[config.mk]
export PLATFORM = sky130hd
export DESIGN_NAME = l1_bus_interface
export DESIGN_NICKNAME = d
export VERILOG_FILES = /design/src/bus_if_pkg.sv /design/src/l1_bus_interface.sv /design/src/line_deserializer.sv /design/src/line_serializer.sv /design/src/request_sequencer.sv
export SDC_FILE = /design/constraint.sdc
export NUM_CORES = 1
export LEC_CHECK = 0
export BUFFER_PORTS_ARGS = -buffer_cell sky130_fd_sc_hd__buf_2
export CORE_MARGIN = 2
export CORE_UTILIZATION = 39
export DETAILED_ROUTE_END_ITERATION = 8
export GPL_TIMING_DRIVEN = 0
export PLACE_DENSITY = 0.6
export SLEW_MARGIN = 20
export SYNTH_ARGS = -nofsm -noshare
export SYNTH_HDL_FRONTEND = slang
export SYNTH_SLANG_ARGS = --single-unit
[constraint.sdc]
create_clock -name clock -period 10.75 [get_ports clock]
set_input_delay 1.6125 -clock clock [delete_from_list [all_inputs] [get_ports clock]]
set_output_delay 1.6125 -clock clock [all_outputs]
set_load 0.1 [all_outputs]
[src/bus_if_pkg.sv]
// bus interface package with line geometry constants, bus message codes and data types
package bus_if_pkg;

    // line and bus geometry, fixed for this build
    localparam int word_width     = 32;
    localparam int address_width  = 32;
    localparam int msg_width      = 4;
    localparam int line_words     = 4;                        // words per cache line
    localparam int beat_words     = 2;                        // words per bus beat
    localparam int beats_per_line = line_words / beat_words;

    // message codes seen on both the cache and the bus side
    typedef enum logic [msg_width-1:0] {
        no_req   = 4'd0,
        r_req    = 4'd1,  // line read
        wb_req   = 4'd2,  // line write-back
        mem_resp = 4'd3   // completion from memory
    } msg_t;

    typedef logic [word_width-1:0] word_t;

    // word 0 sits in the low bits of both the line and the beat
    typedef word_t [line_words-1:0] line_t;
    typedef word_t [beat_words-1:0] beat_t;

    // index of a beat within a line
    typedef logic [$clog2(beats_per_line)-1:0] beat_count_t;

endpackage

[src/l1_bus_interface.sv]
// top level of the cache-side bus interface: sequencer plus line serializer and deserializer
`timescale 1ns/10ps

module l1_bus_interface (
    input  logic                                  clock,
    input  logic                                  reset,
    input  bus_if_pkg::msg_t                      cache_msg_in,
    input  logic [bus_if_pkg::address_width-1:0]  cache_address_in,
    input  bus_if_pkg::line_t                     cache_data_in,
    output bus_if_pkg::msg_t                      cache_msg_out,
    output logic [bus_if_pkg::address_width-1:0]  cache_address_out,
    output bus_if_pkg::line_t                     cache_data_out,
    input  bus_if_pkg::msg_t                      bus_msg_in,
    input  bus_if_pkg::beat_t                     bus_data_in,
    input  logic                                  bus_master,
    output bus_if_pkg::msg_t                      bus_msg_out,
    output logic [bus_if_pkg::address_width-1:0]  bus_address_out,
    output bus_if_pkg::beat_t                     bus_data_out
);

    logic               load_line;
    logic               send_beat;
    logic               take_beat;
    logic               ser_last_beat;
    logic               des_last_beat;
    logic               line_ready;
    bus_if_pkg::line_t  assembled_line;

    request_sequencer i_request_sequencer (
        .clock             (clock),
        .reset             (reset),
        .cache_msg_in      (cache_msg_in),
        .cache_address_in  (cache_address_in),
        .bus_msg_in        (bus_msg_in),
        .bus_master        (bus_master),
        .ser_last_beat     (ser_last_beat),
        .des_last_beat     (des_last_beat),
        .load_line         (load_line),
        .send_beat         (send_beat),
        .take_beat         (take_beat),
        .cache_msg_out     (cache_msg_out),
        .cache_address_out (cache_address_out),
        .bus_msg_out       (bus_msg_out),
        .bus_address_out   (bus_address_out),
        .line_ready        (line_ready)
    );

    // write-back path, cache line out to the bus
    line_serializer i_line_serializer (
        .clock     (clock),
        .reset     (reset),
        .load_line (load_line),
        .send_beat (send_beat),
        .line      (cache_data_in),
        .beat      (bus_data_out),
        .last_beat (ser_last_beat)
    );

    // read path, bus beats in to a cache line
    line_deserializer i_line_deserializer (
        .clock     (clock),
        .reset     (reset),
        .take_beat (take_beat),
        .beat      (bus_data_in),
        .line      (assembled_line),
        .last_beat (des_last_beat)
    );

    // the line shows only with a read completion, a write-back returns zero
    assign cache_data_out = line_ready ? assembled_line : '0;

endmodule

[src/line_deserializer.sv]
// line deserializer that gathers consecutive bus beats into a cache line
`timescale 1ns/10ps

module line_deserializer (
    input  logic               clock,
    input  logic               reset,
    input  logic               take_beat,
    input  bus_if_pkg::beat_t  beat,
    output bus_if_pkg::line_t  line,
    output logic               last_beat
);

    bus_if_pkg::beat_count_t count;

    // each beat lands in the slot picked by the counter, beat 0 lowest
    always_ff @(posedge clock) begin
        if (reset) begin
            count <= '0;
            line  <= '0;
        end else if (take_beat) begin
            line[count*bus_if_pkg::beat_words +: bus_if_pkg::beat_words] <= beat;
            count <= count + 1'b1;  // wraps to 0 after the final beat
        end
    end

    assign last_beat = (count == bus_if_pkg::beat_count_t'(bus_if_pkg::beats_per_line - 1));

endmodule

[src/line_serializer.sv]
// line serializer that holds a cache line and sends it out one bus beat at a time
`timescale 1ns/10ps

module line_serializer (
    input  logic               clock,
    input  logic               reset,
    input  logic               load_line,
    input  logic               send_beat,
    input  bus_if_pkg::line_t  line,
    output bus_if_pkg::beat_t  beat,
    output logic               last_beat
);

    bus_if_pkg::line_t        line_q;
    bus_if_pkg::beat_count_t  count;

    always_ff @(posedge clock) begin
        if (load_line) begin
            line_q <= line;
        end
    end

    always_ff @(posedge clock) begin
        if (reset) begin
            count <= '0;
            beat  <= '0;
        end else begin
            if (load_line) begin
                count <= '0;  // restart at beat 0 for each new line
            end else if (send_beat) begin
                count <= count + 1'b1;
            end

            // bus data is zero whenever no beat is being sent
            if (send_beat) begin
                beat <= line_q[count*bus_if_pkg::beat_words +: bus_if_pkg::beat_words];
            end else begin
                beat <= '0;
            end
        end
    end

    assign last_beat = (count == bus_if_pkg::beat_count_t'(bus_if_pkg::beats_per_line - 1));

    // once the last beat is out nothing more is sent before a new line is loaded
    assert property (@(posedge clock) disable iff (reset)
        (send_beat && last_beat) |=> (!send_beat until load_line));

endmodule

[src/request_sequencer.sv]
// transaction FSM that captures cache requests and drives the bus and completion messages
`timescale 1ns/10ps

module request_sequencer (
    input  logic                                  clock,
    input  logic                                  reset,
    input  bus_if_pkg::msg_t                      cache_msg_in,
    input  logic [bus_if_pkg::address_width-1:0]  cache_address_in,
    input  bus_if_pkg::msg_t                      bus_msg_in,
    input  logic                                  bus_master,
    input  logic                                  ser_last_beat,
    input  logic                                  des_last_beat,
    output logic                                  load_line,
    output logic                                  send_beat,
    output logic                                  take_beat,
    output bus_if_pkg::msg_t                      cache_msg_out,
    output logic [bus_if_pkg::address_width-1:0]  cache_address_out,
    output bus_if_pkg::msg_t                      bus_msg_out,
    output logic [bus_if_pkg::address_width-1:0]  bus_address_out,
    output logic                                  line_ready
);

    typedef enum logic [2:0] {
        idle,
        issue,
        wait_for_bus,
        transfer,
        wait_resp,
        receive,
        done
    } state_t;

    state_t                                state;
    bus_if_pkg::msg_t                      req_msg;
    logic [bus_if_pkg::address_width-1:0]  req_address;
    logic                                  request;
    logic                                  is_wb;
    logic                                  resp_seen;

    assign request   = (cache_msg_in == bus_if_pkg::r_req) ||
                       (cache_msg_in == bus_if_pkg::wb_req);
    assign is_wb     = (req_msg == bus_if_pkg::wb_req);
    assign resp_seen = (bus_msg_in == bus_if_pkg::mem_resp);

    // only a write-back needs the line from the cache
    assign load_line = (state == idle) && (cache_msg_in == bus_if_pkg::wb_req);
    assign send_beat = (state == transfer);
    // beat 0 comes with the first mem_resp and the rest follow back to back
    assign take_beat = ((state == wait_resp) && !is_wb && resp_seen) || (state == receive);

    always_ff @(posedge clock) begin
        if (state == idle && request) begin
            req_address <= cache_address_in;
        end
    end

    always_ff @(posedge clock) begin
        if (reset) begin
            state             <= idle;
            req_msg           <= bus_if_pkg::no_req;
            cache_msg_out     <= bus_if_pkg::no_req;
            cache_address_out <= '0;
            bus_msg_out       <= bus_if_pkg::no_req;
            bus_address_out   <= '0;
            line_ready        <= 1'b0;
        end else begin
            // completion outputs last one cycle only
            cache_msg_out     <= bus_if_pkg::no_req;
            cache_address_out <= '0;
            line_ready        <= 1'b0;

            case (state)
                idle: begin
                    if (request) begin  // strobes while busy are simply dropped
                        req_msg <= cache_msg_in;
                        state   <= issue;
                    end
                end
                issue: begin
                    bus_msg_out     <= req_msg;
                    bus_address_out <= req_address;
                    state           <= wait_for_bus;
                end
                wait_for_bus: begin
                    if (bus_master) begin
                        state <= is_wb ? transfer : wait_resp;
                    end
                end
                transfer: begin
                    if (ser_last_beat) begin
                        state <= wait_resp;
                    end
                end
                wait_resp: begin
                    if (resp_seen) begin
                        if (is_wb) begin  // ack after the last beat ends the write-back
                            cache_msg_out     <= bus_if_pkg::mem_resp;
                            cache_address_out <= req_address;
                            bus_msg_out       <= bus_if_pkg::no_req;
                            bus_address_out   <= '0;
                            state             <= idle;
                        end else begin
                            state <= receive;
                        end
                    end
                end
                receive: begin
                    if (des_last_beat) begin
                        state <= done;
                    end
                end
                done: begin
                    // line is complete in the deserializer now
                    cache_msg_out     <= bus_if_pkg::mem_resp;
                    cache_address_out <= req_address;
                    line_ready        <= 1'b1;
                    bus_msg_out       <= bus_if_pkg::no_req;
                    bus_address_out   <= '0;
                    state             <= idle;
                end
                default: state <= idle;
            endcase
        end
    end

    // the captured request stays put on the bus until the grant arrives
    assert property (@(posedge clock) disable iff (reset)
        (state == wait_for_bus) |->
            ((bus_msg_out == req_msg) && (bus_address_out == req_address)));

    // no read data is taken from write-back acceptance until back in idle
    assert property (@(posedge clock) disable iff (reset)
        load_line |=> (!take_beat until (state == idle)));

endmodule

==> metrics.md <==
| Metric | Value |
|---|---|
| Clock Skews | 0.0169 ns |
| Fillers | 3611 |
| Post-CTS sizing | 0 |
| Worst hold path type | reg2reg |
| Final Max Slew Viols | 0 |
| Worst endpoint required time | 9.14 ns |
| First-pass GRT wire length | 67600 um |
| Final period utilization | 0.390 |
| Synth async-reset ratio | 0 |
| Cells after DPL | 2329 |
| Share of power burned in registers | 0.509 |
| Synth warnings | 0 |
| Num CTS Buffers | 45 |
| Clock latency on the worst-skew pair | 0.56 ns |
| Outcome | finished clean |
| Core Area | 38900 sq um |
| Slew margin rel. | 0.361 |
| Hpwl dp | 34300 um |
| Die area | 41200 sq um |
| Final instance area | 20200 sq um |
| Final setup fails | 0 |
| Clk slew on worst S/H paths | 0.06 ns |
| Sw Pwr | 0.721 mW |
| Layout area overhead | 30.8% |
| Leakage power total | 8.67 nW |
| CTS Hold Bufs | 0 |
| H-tree Lvls | 2 |
| Routed Wire Length | 45100 um |
| Post-Syn Area | 15500 sq um |
| Root buffer cell | clkbuf_16 |
| Switch share | 0.213 |
| Post-layout nets | 2093 |
| Internal cell power | 2.66 mW |
| Number of flops mapped to enable cells by yosys | 160 |
| Hold WS | 0.452 ns |
| Clk sinks | 431 |
| DRC | 0 |
| Power density over cell area | 167 nW/um^2 |
| Die height | 203 um |
| Top FF cell, synth | dfxtp_1 |
| DR vias | 11500 |
| WS Path Type | reg2out |
| Post-CTS setup buffers | 0 |
| Post-route core utilization | 0.519 |
| CTS tree | done |
| Vias in the first global route | 11700 |
| Critical Path Fanout Max | 10 |
| Unique masters post-synth | 41 |
| CP endpoint kind | output port |
| GPL Wtd Cong | 0.883 |
| GR Util All Layers | 0.216 |
| Worst Slack Setup Final | 6.56 ns |
| Seq cells post-synth | 431 |
| Port buffer count | 495 |
| Layout cell share with drive strength beyond 1 | 0.322 |
| Seq/Total Area, Yosys | 0.662 |
| Vias per std cell | 4.74 |
| Power share of the clock group | 0.448 |
| Combinational power share | 0.044 |
| Pre-CTS setup slack | 6.84 ns |
| Post-route ant nets | 0 |
| Detailed Routing Iterations Pass 1 | 5 |
| Final Power | 3.38 mW |
| Boundary Pins | 499 |
| Peak VDD IR | 0.167 mV |
| Final Hold Vio Count | 0 |
| Average wire per standard cell | 18.6 um |
| Initial antenna violation count | 18 |
| Max Root-Sink Buffers | 3 |
| Hold path cells | 2 |
| Maxcap violations | 0 |
| Largest net degree at the start of global routing | 29 |
| RSZ-0062 raised after global routing | false |
| Number of DRC markers in iteration 0 | 486 |
| Final Non-Filler Cells | 2420 |
| Cells after Synth | 1306 |
| Setup total negative slack | 0 ns |
| F_max | 239 MHz |
| Chip width | 203 um |
| Starting density of the core | 0.397 |
| Worst Tran Pin Value | 0.959 ns |
| Core Rows | 72 |
| Overflow after GRT | 0 |
| Critical Path AT | 2.58 ns |
| R2R depth | 5 |
| Placed instance area | 18800 sq um |
| Syn avg cell area | 11.8 sq um |
| Minimum clock period | 4.19 ns |
| Crit start category | register |
[placed cells by master (no fill, tap or decap), types with 4 or more instances in the layout]
cell type,n
clkbuf_16,46
mux2i_1,128
buf_2,500
buf_4,8
buf_6,18
clkbuf_8,5
dfxtp_1,271
a21oi_1,40
diode_2,11
edfxtp_1,160
a31o_1,60
clkinv_2,6
nor3_1,68
a31o_2,5
nor2_1,66
nand3_1,4
nand2_1,209
clkbuf_1,85
and2_1,162
[cell families (layout without fill, tap and decap cells)]
kind of cell | count (synthesis) | in the layout | synth area share
simple gates | 527 | 527 | 0.165
xor+xnor | 2 | 2 | 0.00113
mux | 128 | 128 | 0.0829
other cells | 1 | 13 | 0.000243
compound gates | 119 | 119 | 0.0558
buf+inv | 98 | 682 | 0.0334
flops | 431 | 431 | 0.662
[routing by layer]
layer	wire [um]	global-route usage
met4	1260	0.0759
met5	34	0
met1	17600	0.247
met3	3700	0.0711
met2	22500	0.377
[area by class of cell]
class,count,area (sq um),area share
antenna,11,27.5,0.00136
buffer,96,509,0.0252
clock buffer,67,1280,0.0633
clock inverter,13,155,0.00767
inverter,2,7.51,0.000371
multi-input combinational,778,4730,0.234
sequential,431,10200,0.506
tap,518,648,0.0321
timing repair buffer,504,2630,0.130
[Yosys cell counts (all sizes together), types with 5 or more instances]
library cell / instances / share of area
nor3: 70 / 0.023
nor2: 67 / 0.016
mux2i: 128 / 0.083
nand2: 209 / 0.051
and2: 162 / 0.066
clkbuf: 69 / 0.017
o21ai: 5 / 0.0016
a31o: 65 / 0.037
edfxtp: 160 / 0.31
dfxtp: 271 / 0.35
buf: 27 / 0.016
a21oi: 41 / 0.014
[state kept, by name, indices dropped and copies added, names as in the netlist]
register and count:
i_line_deserializer.last_beat 1, i_line_deserializer.line 128, i_line_serializer.beat 64, i_line_serializer.last_beat 1, i_line_serializer.line_q 128, i_request_sequencer.bus_address_out 32
i_request_sequencer.bus_msg_out 4, i_request_sequencer.cache_address_out 32, i_request_sequencer.cache_msg_out 1, i_request_sequencer.line_ready 1, i_request_sequencer.req_address 32, i_request_sequencer.req_msg 4
i_request_sequencer.state 3
[worst paths after layout]
kind / from / endpoint / slack [ns]
hold reg to reg: i_line_deserializer.line[62] / i_line_deserializer.line[62] / 0.45
setup / recovery: i_request_sequencer.line_ready / cache_data_out[106] / 6.56
setup reg to reg: i_request_sequencer.state[2] / i_request_sequencer.req_address[24] / 8.30
hold / removal: i_line_deserializer.line[62] / i_line_deserializer.line[62] / 0.45
[worst max-delay path: stages (launching register included)]
cell      delay, ns
dfxtp_1        0.33
clkbuf_1       0.54
clkbuf_1       0.41
and2_1         0.28
buf_2          0.46
[power by group through the flow]
stage | Sequential [mW] | Combinational [mW] | Clock, mW
2_1_floorplan | 1.78 | 0.0505 | 0
3_3_place_gp | 1.76 | 0.141 | 0
3_5_place_dp | 1.75 | 0.148 | 0
4_1_cts | 1.72 | 0.149 | 1.55
5_1_grt | 1.72 | 0.160 | 1.62
6_report | 1.72 | 0.147 | 1.51
(Power assumes the default switching activity.)
